**src/rtl/cosine_pkg.sv**
```systemverilog
// Cosine similarity package with the shared widths, controller states and payload structs
`default_nettype none

package cosine_pkg;

  //////////////////////////////////////////////////////////////////////////
  // Widths
  //////////////////////////////////////////////////////////////////////////

  // One signed input element
  localparam int DATA_W = 8;

  // Dot and norm accumulators
  // 16 full-scale products reach at most 2^18
  localparam int ACC_W = 20;

  // Squared cosine in Q1.15 where 32768 stands for 1.0
  localparam int COS_W = 16;

  //////////////////////////////////////////////////////////////////////////
  // Types
  //////////////////////////////////////////////////////////////////////////

  // One A/B element pair on its way to the MAC
  typedef struct packed {
    logic signed [DATA_W-1:0] a;
    logic signed [DATA_W-1:0] b;
    logic                     last;
  } element_pair_t;

  // Final sums of one vector pair
  typedef struct packed {
    logic signed [ACC_W-1:0] dot;
    logic        [ACC_W-1:0] norm_a;
    logic        [ACC_W-1:0] norm_b;
  } acc_sums_t;

  // Per-vector result with the sign carried by the dot product
  typedef struct packed {
    logic signed [ACC_W-1:0] dot;
    logic        [COS_W-1:0] cos_sq;
  } cos_result_t;

  // Controller FSM
  typedef enum logic [1:0] {
    STATE_IDLE,
    STATE_COLLECT,
    STATE_DIVIDE,
    STATE_DONE
  } cos_state_e;

endpackage

`default_nettype wire

```
**src/rtl/cosine_element_capture.sv**
```systemverilog
// Element capture that pairs A and B elements arriving on independent strobes
`default_nettype none

module cosine_element_capture (
  input  wire logic                                    CLK,
  input  wire logic                                    RST,
  input  wire logic                                    capture_enable,
  input  wire logic                                    a_enable,
  input  wire logic                                    b_enable,
  input  wire logic                                    pair_last,
  input  wire logic signed [cosine_pkg::DATA_W-1:0]    data_a,
  input  wire logic signed [cosine_pkg::DATA_W-1:0]    data_b,
  output logic                                         pair_valid,
  output cosine_pkg::element_pair_t                    pair
);

  // Held operands
  logic signed [cosine_pkg::DATA_W-1:0] a_q;
  logic signed [cosine_pkg::DATA_W-1:0] b_q;
  logic                                 a_held;
  logic                                 b_held;

  // Operand as seen this cycle
  logic                                 a_seen;
  logic                                 b_seen;
  logic signed [cosine_pkg::DATA_W-1:0] a_next;
  logic signed [cosine_pkg::DATA_W-1:0] b_next;

  // A fresh strobe wins over the held value
  always_comb begin
    a_seen = a_held | a_enable;
    b_seen = b_held | b_enable;
    a_next = a_enable ? data_a : a_q;
    b_next = b_enable ? data_b : b_q;
  end

  // Flags and pair strobe
  always_ff @(posedge CLK or posedge RST) begin
    if (RST) begin
      a_held     <= 1'b0;
      b_held     <= 1'b0;
      pair_valid <= 1'b0;
    end else if (!capture_enable) begin
      // Strobes outside collection are dropped
      a_held     <= 1'b0;
      b_held     <= 1'b0;
      pair_valid <= 1'b0;
    end else if (a_seen && b_seen) begin
      a_held     <= 1'b0;
      b_held     <= 1'b0;
      pair_valid <= 1'b1;
    end else begin
      a_held     <= a_seen;
      b_held     <= b_seen;
      pair_valid <= 1'b0;
    end
  end

  // Operand and pair registers
  always_ff @(posedge CLK) begin
    if (capture_enable) begin
      a_q <= a_next;
      b_q <= b_next;
      if (a_seen && b_seen) begin
        pair.a    <= a_next;
        pair.b    <= b_next;
        pair.last <= pair_last;
      end
    end
  end

endmodule

`default_nettype wire

```
**src/rtl/cosine_mac.sv**
```systemverilog
// MAC that accumulates the dot product and both squared norms of one vector pair
`default_nettype none

module cosine_mac (
  input  wire logic                      CLK,
  input  wire logic                      RST,
  input  wire logic                      pair_valid,
  input  wire cosine_pkg::element_pair_t pair,
  output logic                           sums_valid,
  output cosine_pkg::acc_sums_t          sums,
  output logic                           element_done
);

  ////////////////////////////////////////////////////////////////////////////
  // Products
  ////////////////////////////////////////////////////////////////////////////

  // Full-width element products
  logic signed [2*cosine_pkg::DATA_W-1:0] prod_ab;
  logic        [2*cosine_pkg::DATA_W-1:0] sq_a;
  logic        [2*cosine_pkg::DATA_W-1:0] sq_b;

  // Running and next sums
  cosine_pkg::acc_sums_t acc_q;
  cosine_pkg::acc_sums_t acc_next;

  always_comb begin
    prod_ab = pair.a * pair.b;
    // Squares are never negative
    sq_a    = pair.a * pair.a;
    sq_b    = pair.b * pair.b;

    // Dot extends with sign, norms with zeros
    acc_next.dot    = acc_q.dot + cosine_pkg::ACC_W'(prod_ab);
    acc_next.norm_a = acc_q.norm_a + cosine_pkg::ACC_W'(sq_a);
    acc_next.norm_b = acc_q.norm_b + cosine_pkg::ACC_W'(sq_b);
  end

  ////////////////////////////////////////////////////////////////////////////
  // Accumulators
  ////////////////////////////////////////////////////////////////////////////

  always_ff @(posedge CLK or posedge RST) begin
    if (RST) begin
      acc_q        <= '0;
      sums_valid   <= 1'b0;
      element_done <= 1'b0;
    end else begin
      // One pulse per accumulated element
      element_done <= pair_valid;
      sums_valid   <= pair_valid & pair.last;
      if (pair_valid) begin
        // Restart from zero after the final element
        acc_q <= pair.last ? '0 : acc_next;
      end
    end
  end

  // Final sums, held until the next vector ends
  always_ff @(posedge CLK) begin
    if (pair_valid && pair.last) begin
      sums <= acc_next;
    end
  end

endmodule

`default_nettype wire

```
**src/rtl/cosine_divider.sv**
```systemverilog
// Restoring divider that forms the squared cosine from the dot product and both norms
`default_nettype none

module cosine_divider (
  input  wire logic                         CLK,
  input  wire logic                         RST,
  input  wire logic                         div_start,
  input  wire cosine_pkg::acc_sums_t        sums,
  output logic                              div_done,
  output logic [cosine_pkg::COS_W-1:0]      cos_sq
);

  ////////////////////////////////////////////////////////////////////////////
  // Sizes
  ////////////////////////////////////////////////////////////////////////////

  // Products of two accumulators
  localparam int PROD_W = 2 * cosine_pkg::ACC_W;
  // Dividend carries the Q1.15 shift
  localparam int NUM_W  = PROD_W + cosine_pkg::COS_W - 1;
  // Counts 0 .. COS_W
  localparam int STEP_W = $clog2(cosine_pkg::COS_W + 1);

  // Operands formed at load
  logic [PROD_W-1:0] dot_sq;
  logic [PROD_W-1:0] norm_prod;

  // Iteration registers
  logic [NUM_W-1:0]              rem_q;
  logic [NUM_W-1:0]              dsr_q;
  logic [cosine_pkg::COS_W-1:0]  quot_q;
  logic                          zero_q;
  logic                          fits;

  // Sequencing
  logic              busy;
  logic [STEP_W-1:0] step;
  logic              last_step;

  always_comb begin
    // Signed square, widened before the multiply
    dot_sq    = sums.dot * sums.dot;
    norm_prod = sums.norm_a * sums.norm_b;
    fits      = (rem_q >= dsr_q);
    last_step = (step == STEP_W'(cosine_pkg::COS_W));
  end

  ////////////////////////////////////////////////////////////////////////////
  // Control
  ////////////////////////////////////////////////////////////////////////////

  // 1 load edge, 16 iteration edges, 1 output edge
  always_ff @(posedge CLK or posedge RST) begin
    if (RST) begin
      busy     <= 1'b0;
      step     <= '0;
      div_done <= 1'b0;
    end else begin
      div_done <= 1'b0;
      if (div_start) begin
        busy <= 1'b1;
        step <= '0;
      end else if (busy) begin
        if (last_step) begin
          busy     <= 1'b0;
          div_done <= 1'b1;
        end else begin
          step <= step + STEP_W'(1);
        end
      end
    end
  end

  ////////////////////////////////////////////////////////////////////////////
  // Datapath
  ////////////////////////////////////////////////////////////////////////////

  always_ff @(posedge CLK) begin
    if (div_start) begin
      // Quotient bit 15 weighs the divisor shifted by 15
      rem_q  <= {dot_sq, {(cosine_pkg::COS_W-1){1'b0}}};
      dsr_q  <= {norm_prod, {(cosine_pkg::COS_W-1){1'b0}}};
      quot_q <= '0;
      zero_q <= (norm_prod == '0);
    end else if (busy && !last_step) begin
      // Subtract only when it fits, otherwise restore
      if (fits) begin
        rem_q <= rem_q - dsr_q;
      end
      quot_q <= {quot_q[cosine_pkg::COS_W-2:0], fits};
      dsr_q  <= dsr_q >> 1;
    end
    // Zero norm gives zero similarity
    if (busy && last_step) begin
      cos_sq <= zero_q ? '0 : quot_q;
    end
  end

endmodule

`default_nettype wire

```
**src/rtl/cosine_similarity_ctrl.sv**
```systemverilog
// Controller that runs the vector and element loops and sequences capture, MAC and divider
`default_nettype none

module cosine_similarity_ctrl #(
  parameter int MAX_SIZE   = 8,
  parameter int MAX_LENGTH = 16
) (
  input  wire logic                                CLK,
  input  wire logic                                RST,
  input  wire logic                                start,
  input  wire logic [$clog2(MAX_SIZE+1)-1:0]       size,
  input  wire logic [$clog2(MAX_LENGTH+1)-1:0]     length,
  input  wire logic                                element_done,
  input  wire logic                                sums_valid,
  input  wire cosine_pkg::acc_sums_t               sums,
  input  wire logic                                div_done,
  input  wire logic [cosine_pkg::COS_W-1:0]        cos_sq,
  output logic                                     capture_enable,
  output logic                                     pair_last,
  output logic                                     div_start,
  output logic                                     vector_done,
  output logic                                     ready,
  output cosine_pkg::cos_result_t                  result
);

  localparam int SIZE_W   = $clog2(MAX_SIZE + 1);
  localparam int LENGTH_W = $clog2(MAX_LENGTH + 1);

  ////////////////////////////////////////////////////////////////////////////
  // Signals
  ////////////////////////////////////////////////////////////////////////////

  cosine_pkg::cos_state_e state;

  // Run configuration, sampled at start
  logic [SIZE_W-1:0]   size_q;
  logic [LENGTH_W-1:0] length_q;

  // Loop indices
  logic [SIZE_W-1:0]   vec_idx;
  logic [LENGTH_W-1:0] elem_idx;
  logic                last_vector;

  // Dot product waiting for its cosine
  logic signed [cosine_pkg::ACC_W-1:0] dot_q;

  always_comb begin
    capture_enable = (state == cosine_pkg::STATE_COLLECT);
    pair_last      = (elem_idx == length_q - LENGTH_W'(1));
    last_vector    = (vec_idx == size_q - SIZE_W'(1));
    // Divider loads on the edge that ends the sums cycle
    div_start      = capture_enable & sums_valid;
  end

  ////////////////////////////////////////////////////////////////////////////
  // FSM
  ////////////////////////////////////////////////////////////////////////////

  always_ff @(posedge CLK or posedge RST) begin
    if (RST) begin
      state       <= cosine_pkg::STATE_IDLE;
      size_q      <= '0;
      length_q    <= '0;
      vec_idx     <= '0;
      elem_idx    <= '0;
      vector_done <= 1'b0;
      ready       <= 1'b0;
    end else begin
      // Output strobes last one cycle
      vector_done <= 1'b0;
      ready       <= 1'b0;
      case (state)
        cosine_pkg::STATE_IDLE: begin
          if (start) begin
            size_q   <= size;
            length_q <= length;
            vec_idx  <= '0;
            elem_idx <= '0;
            state    <= cosine_pkg::STATE_COLLECT;
          end
        end
        cosine_pkg::STATE_COLLECT: begin
          // Element loop
          if (element_done) begin
            elem_idx <= pair_last ? '0 : elem_idx + LENGTH_W'(1);
          end
          // Last element accumulated
          if (sums_valid) begin
            state <= cosine_pkg::STATE_DIVIDE;
          end
        end
        cosine_pkg::STATE_DIVIDE: begin
          if (div_done) begin
            vector_done <= 1'b1;
            ready       <= last_vector;
            state       <= cosine_pkg::STATE_DONE;
          end
        end
        cosine_pkg::STATE_DONE: begin
          // Vector loop
          if (last_vector) begin
            state <= cosine_pkg::STATE_IDLE;
          end else begin
            vec_idx <= vec_idx + SIZE_W'(1);
            state   <= cosine_pkg::STATE_COLLECT;
          end
        end
        default: begin
          state <= cosine_pkg::STATE_IDLE;
        end
      endcase
    end
  end

  // Result assembly
  always_ff @(posedge CLK) begin
    if (div_start) begin
      dot_q <= sums.dot;
    end
    if (state == cosine_pkg::STATE_DIVIDE && div_done) begin
      result.dot    <= dot_q;
      result.cos_sq <= cos_sq;
    end
  end

endmodule

`default_nettype wire

```
**src/rtl/vector_cosine_similarity.sv**
```systemverilog
// Top level of the vector cosine similarity block, wires capture, MAC, divider and FSM
`default_nettype none

module vector_cosine_similarity #(
  parameter int MAX_SIZE   = 8,
  parameter int MAX_LENGTH = 16
) (
  input  wire logic                                  CLK,
  input  wire logic                                  RST,
  input  wire logic                                  start,
  input  wire logic [$clog2(MAX_SIZE+1)-1:0]         size,
  input  wire logic [$clog2(MAX_LENGTH+1)-1:0]       length,
  input  wire logic                                  a_enable,
  input  wire logic                                  b_enable,
  input  wire logic signed [cosine_pkg::DATA_W-1:0]  data_a,
  input  wire logic signed [cosine_pkg::DATA_W-1:0]  data_b,
  output logic                                       element_done,
  output logic                                       vector_done,
  output logic                                       ready,
  output cosine_pkg::cos_result_t                    result
);

  // Capture side
  logic                         capture_enable;
  logic                         pair_last;
  logic                         pair_valid;
  cosine_pkg::element_pair_t    pair;

  // MAC to divider
  logic                         sums_valid;
  cosine_pkg::acc_sums_t        sums;
  logic                         div_start;
  logic                         div_done;
  logic [cosine_pkg::COS_W-1:0] cos_sq;

  cosine_element_capture u_capture (
    .CLK            (CLK),
    .RST            (RST),
    .capture_enable (capture_enable),
    .a_enable       (a_enable),
    .b_enable       (b_enable),
    .pair_last      (pair_last),
    .data_a         (data_a),
    .data_b         (data_b),
    .pair_valid     (pair_valid),
    .pair           (pair)
  );

  cosine_mac u_mac (
    .CLK          (CLK),
    .RST          (RST),
    .pair_valid   (pair_valid),
    .pair         (pair),
    .sums_valid   (sums_valid),
    .sums         (sums),
    .element_done (element_done)
  );

  cosine_divider u_divider (
    .CLK       (CLK),
    .RST       (RST),
    .div_start (div_start),
    .sums      (sums),
    .div_done  (div_done),
    .cos_sq    (cos_sq)
  );

  // Loop widths follow the top-level limits
  cosine_similarity_ctrl #(
    .MAX_SIZE   (MAX_SIZE),
    .MAX_LENGTH (MAX_LENGTH)
  ) u_ctrl (
    .CLK            (CLK),
    .RST            (RST),
    .start          (start),
    .size           (size),
    .length         (length),
    .element_done   (element_done),
    .sums_valid     (sums_valid),
    .sums           (sums),
    .div_done       (div_done),
    .cos_sq         (cos_sq),
    .capture_enable (capture_enable),
    .pair_last      (pair_last),
    .div_start      (div_start),
    .vector_done    (vector_done),
    .ready          (ready),
    .result         (result)
  );

endmodule

`default_nettype wire

```
**config.mk**
```make
export PLATFORM = sky130hd
export DESIGN_NAME = vector_cosine_similarity
export DESIGN_NICKNAME = d
export VERILOG_FILES = /design/src/rtl/cosine_pkg.sv /design/src/rtl/cosine_element_capture.sv /design/src/rtl/cosine_mac.sv /design/src/rtl/cosine_divider.sv /design/src/rtl/cosine_similarity_ctrl.sv /design/src/rtl/vector_cosine_similarity.sv
export SDC_FILE = /design/constraint.sdc
export NUM_CORES = 2
export LEC_CHECK = 0
export ABC_AREA = 1
export BUFFER_PORTS_ARGS = -buffer_cell sky130_fd_sc_hd__clkbuf_2
export CAP_MARGIN = 20
export CORE_MARGIN = 2
export CORE_UTILIZATION = 65
export CTS_CLUSTER_DIAMETER = 30
export DETAILED_ROUTE_END_ITERATION = 6
export PLACE_DENSITY_LB_ADDON = 0.08
export SLEW_MARGIN = 20
export SYNTH_ARGS = -nofsm -noshare
export SYNTH_HDL_FRONTEND = slang
export SYNTH_HIERARCHICAL = 1
export SYNTH_SLANG_ARGS = --single-unit
```
**constraint.sdc**
```tcl
create_clock -name CLK -period 8.46 [get_ports CLK]
set_input_delay 0.423 -clock CLK [delete_from_list [all_inputs] [get_ports CLK]]
set_output_delay 0.423 -clock CLK [all_outputs]
set_load 0.01 [all_outputs]
```
### After elaboration in Yosys (flattened, before gate mapping)

Index checks and enable logic that the tools add are counted.
W data, S select, Z words.

* output and inout bits: 39
* logic and storage cells: 127
* register bits after elaboration: 386
* bits of input ports: 30

* equal/unequal tests: 12
* reductions and logical operators: 21
* multipliers: 5
* mux-type cells: 39
* $lt $le $gt $ge: 1
* bitwise gates (word level): 4
* add/sub/neg operators: 9

Operators with widths (number)
* $mux W55: 5
* $mul A20 B20 Y40: 2
* $add A20 B16 Y20: 3
* $mux W60: 1
* $ge A55 B55 Y1: 1
* $sub A55 B55 Y55: 1
* $mul A8 B8 Y16: 3
* $logic_not A40 Y1: 1
* $mux W5: 6
* $mux W1: 17
* $mux W8: 2
* $add A5 B1 Y5 const B: 2
* $pmux W5 S2: 1
* $reduce_and A2 Y1: 5
* $reduce_bool A2 Y1: 5
* $reduce_and A3 Y1: 3
* $mux W4: 2
* $ne A2 B2 Y1 const B: 4
* $pmux W2 S4: 1
* $pmux W4 S2: 1
* $mux W2: 3
* $eq A5 B5 Y1: 1
* $eq A5 B5 Y1 const B: 1
* $logic_and A1 B1 Y1: 5
* 11 further kinds: 15

### Longest topological paths before layout

* depth in word-level cells: 5
* mapped depth: 36
* mapped depth without buffers: 35

### Cells and area by module

The synthesis kept the hierarchy.

Modules (own cells, without submodules)
* cosine_divider: sequential area each 4008.8 µm², times used 1, cells each 5261, area each 39105.0 µm²
* cosine_mac: sequential area each 3353.2 µm², times used 1, cells each 1851, area each 14808.0 µm²
* cosine_similarity_ctrl: sequential area each 2232.1 µm², times used 1, cells each 235, area each 3079.2 µm²
* cosine_element_capture: sequential area each 1066.0 µm², times used 1, cells each 97, area each 1328.8 µm²

### Least setup slack after synthesis

Ideal clock, no wire load.

* path kind: register to register
* start: register, netlist name u_mac/sums[59]
* end: register u_divider.rem_q[52] (data pin)
* slack: 1.806 ns
* setup time: 0.260 ns
* path buffers: 2
* cell stages (with the launch flop): 26
* data arrival time: 6.394 ns
* clock period less this slack: 6.654 ns
* data required time: 8.200 ns
* path through: edfxtp_1 -> clkbuf_1 -> clkbuf_1 -> nand2_1 -> inv_1 -> fa_1 -> fa_1 -> fa_1 -> inv_1 -> fa_1 -> inv_1 -> fa_1 -> fa_1 -> inv_1 -> fa_1 -> inv_1 -> ha_1 -> nand2_1 -> nor2_1 -> inv_1 -> nor4_1 -> nand3_1 -> nand3_1 -> a21oi_1 -> o21ai_0 -> o21ai_1

* cells in the longest elaborated chain, start to end: 2

RTL lines
* $mul A20 B20 Y40: RTL line cosine_divider.sv:42 `dot_sq = sums.dot * sums.dot;`
* $mux W55: RTL line cosine_divider.sv:79 `if (div_start) begin`
* to (signal assigned): RTL line cosine_divider.sv:81 `rem_q <= {dot_sq, {(cosine_pkg::COS_W-1){1'b0}}};`
* to (signal assigned): RTL line cosine_divider.sv:88 `rem_q <= rem_q - dsr_q;`
* to (decl): RTL line cosine_divider.sv:29 `logic [NUM_W-1:0] rem_q;`

No other way between the ends.
A chain may end at the register's enable or synchronous reset.

### Final worst setup path

* start: register, netlist name u_mac/sums[47]
* end: register u_divider.rem_q[42] (data pin)

* cells in the longest elaborated chain, start to end: 2

RTL lines (RTL line)
* $mul A20 B20 Y40: cosine_divider.sv:42
* $mux W55: cosine_divider.sv:79

No other way between the ends.

==> metrics.txt <==
initial core utilization 65.8%; clk buf depth 3; Tot GR Track Use 34.8%; Final #Nets between 8k and 9k; Total Power ~5.5 mW; Layout Skew a little under 0.05 ns; number of DRC markers in iteration 0 3,828; worst-margin pin slew 1.16 ns; Worst Path Required between 8 and 9 ns; gpl congestion between 1 and 1.5; Async SR Flop Fraction around a quarter; setup violators final 0; total clock sinks between 300 and 400; Comb pwr share less than 1%; Fmax 135 MHz; power share of the clock group a little over three fifths; dpl ws 1.15 ns; Setup TNS 0 ns; Simple-Gate Fraction of Synth Area roughly a fifth; Tcrit/Tclk final a little under 90%; Synth Area in Adders 40.1%; Post-Route WL approximately 160,000 um; mux cell area share after synthesis 0.0193%; # diodes 0; switching power about 1.2 mW; EDFF count, synth approximately 250; sequential fraction of the synthesis area between 10% and 20%; Post-synth top cells inv_1, nand2_1, fa_1; P_int ~4.3 mW; Final Util just over 70%; total via count after detailed routing 46.7k; min-delay src size[2]; worst vdd ir 0.000193 V; Synth Register Bits between 300 and 400; Fill cells 7,247; largest cells by area after synthesis fa_1, inv_1, edfxtp_1; Core ar. a little under 0.09 mm2; Chip Width 304 um; MaxCap Viol Count 0; cell area after layout around 0.063 mm2; H-tree depth 3; R2R depth 23; capturing point of the worst reg2reg path u_divider/rem_q[42]$_DFFE_PP_; layout cell share with drive strength beyond 1 under 10%; vias in the first global route ~48k; Slew HR between 20% and 30%; postcts setup bufs 0; DRC violations left 0; CP endpoint kind register; largest family of logic cells by synthesized area adder cells; FF+latch area ~0.011 mm2; cts bufs inserted between 80 and 90; ANT nets after route 0; Compound-Gate Fraction of Synth Area under 10%; Reg2Reg Launch Point u_mac/sums[47]$_DFFE_PP_; Site Rows between 100 and 150; depth of the worst hold-timing path 3; cell area after synthesis slightly below 0.06 mm2; die height ~300 um; Final HPWL DP between 100,000 and 150,000 um; die area 0.0921 mm2; DP Area between 0.05 and 0.06 mm2; leading register cell type out of synthesis edfxtp_1; max-slew violations 0; outcome finished, final reports clean; clk slew on worst S/H paths around 0.05 ns; Synth Warn # 6; CP max FO 23; most frequent cell after synthesis inv_1; wire per inst 18.1 um; Vias per Instance roughly 5.4; final setup margin approximately 1.1 ns; Critical Path AT 7.78 ns; I/O Buffers 68; footprint of the multi-input gates 0.0391 mm2; Pwr Density 87.6 mW/mm2; reg2reg setup slack about 1.1 ns; RSZ-0062 raised after global routing false; largest net degree at the start of global routing 70; Tmin final ~7.4 ns; Reg power frac 36.4%; Post-Syn Instances ~7.4k; hold crit path type primary input to register; CTS Hold Bufs 6; DRT Pass-1 Iters 6; Syn Area/Cell around 8 um2; Setup crit start kind register; global route overflow 0; final hold violations 0; first-pass GRT wire length 248,000 um; net switching fraction of the power ~22%; leak pwr 36.2 nW; post-cts resize count 0; hold endpoint u_ctrl/size_q[2]$_DFFE_PP0P_; I/O pin count roughly 70; Area Overhead vs Synth 7.37%; post-synth top area share 30.4%; Root Driver clkbuf_16; initial antenna violation count 3; WS Path Type register to register; leading area contributor after synthesis fa_1; post-synthesis cell type count 53; Post-Synth XOR/XNOR Area under 10%; TritonCTS clock tree yes; clock latency on the worst-skew pair roughly 0.67 ns
[flip-flops by register name, summed over array words and instances (netlist names), 2 cells and up]
signal	flops
u_ctrl/size_q	4
u_ctrl/length_q	5
u_capture/b_q	8
u_divider/rem_q	55
u_ctrl/vec_idx	4
u_divider/cos_sq	16
u_mac/acc_q	60
u_mac/sums	60
u_capture/a_q	8
u_divider/dsr_q	55
u_divider/step	5
u_ctrl/result	36
u_ctrl/elem_idx	5
u_divider/quot_q	16
u_ctrl/dot_q	20
u_ctrl/state	2
u_capture/pair	17
[worst max-delay path, stage by stage, from the launching register on]
cell	delay [ns]
edfxtp_1	1.12
nand2_1	0.23
fa_1	0.61
inv_1	0.09
fa_1	0.54
inv_1	0.06
fa_1	0.50
inv_1	0.06
fa_1	0.55
fa_1	0.44
fa_1	0.50
inv_1	0.06
fa_1	0.50
inv_1	0.05
ha_1	0.37
nand2_1	0.13
nor2_1	0.18
inv_1	0.09
nor3_1	0.46
nand4_1	0.17
nand3_1	0.15
a21oi_1	0.07
o21ai_0	0.11
nand2_1	0.07
[layer usage]
layer / GRT usage, % / up-vias / routed length (um)
li1: - / 22000 / -
met3: 5.85 / 364 / 10700
met1: 45.0 / 22600 / 64200
met5: 0 / - / 0
met2: 58.8 / 1704 / 75600
met4: 13.0 / 0 / 6160
[kinds of logic after synthesis]
logic type / count (synthesis)
and+or+nand+nor: 2727
buffers and inverters: 2264
adders and majority gates: 1338
AOI/OAI and AO/OA: 577
DFF: 386
xor gates and xnor gates: 150
other: 1
muxes: 1
[cell usage in the layout, fill, tap and decap left out, types with 13 or more instances in the layout]
cell type     n
clkbuf_2     68
dfxtp_1      46
nand2_1    1881
nand3b_1     21
nor3_1       33
a21oi_1     230
nand4_1      50
o21ai_0     173
a31oi_1      20
xnor2_1      66
buf_4        28
ha_1        453
o21bai_1     26
dfrtp_1      94
xor2_1       84
o21ai_1      26
nor2_2       16
o22ai_1      54
inv_1      2038
nor2_1      384
edfxtp_1    246
fa_1        885
clkbuf_16    88
nand2_2      22
or2_2        13
inv_2        22
and2_1       35
nand3_1     242
[stage by stage]
step	hold slack (ns)	std cells
after floorplan	0.177	7445
final	0.0377	8671
after detailed placement	0.386	8503
after global placement	0.386	8503
after global routing	0.0258	8671
after CTS	0.00392	8671
[how the worst max path moves through the flow]
stage,start,slack [ns],endpoint
floorplan,u_mac/sums[59]$_DFFE_PP_,1.81,u_divider/rem_q[52]$_DFFE_PP_
global placement,u_mac/sums[47]$_DFFE_PP_,1.14,u_divider/rem_q[42]$_DFFE_PP_
detailed placement,u_mac/sums[47]$_DFFE_PP_,1.15,u_divider/rem_q[42]$_DFFE_PP_
CTS,u_mac/sums[44]$_DFFE_PP_,1.10,u_divider/rem_q[53]$_DFFE_PP_
global route,u_mac/sums[44]$_DFFE_PP_,0.63,u_divider/rem_q[52]$_DFFE_PP_
finish,u_mac/sums[47]$_DFFE_PP_,1.05,u_divider/rem_q[42]$_DFFE_PP_
[power groups by stage]
stage | combinational, mW | sequential (mW) | clock, mW
final | 0.0323 | 1.99 | 3.46
after global placement | 0.0300 | 2.03 | 0
after floorplan | 0.0157 | 2.03 | 0
after detailed placement | 0.0303 | 2.03 | 0
after global routing | 0.0366 | 1.99 | 3.60
after CTS | 0.0332 | 1.99 | 3.50
[final cells by class]
class,instances,area share [%]
Clock inverter,61,1.21
Sequential cell,386,17.0
Multi-Input combinational cell,4795,62.5
Timing Repair Buffer,102,0.975
Inverter,2061,12.4
Clock buffer,101,3.66
Tap cell,1165,2.33
Power figures use the tool's default switching activity.
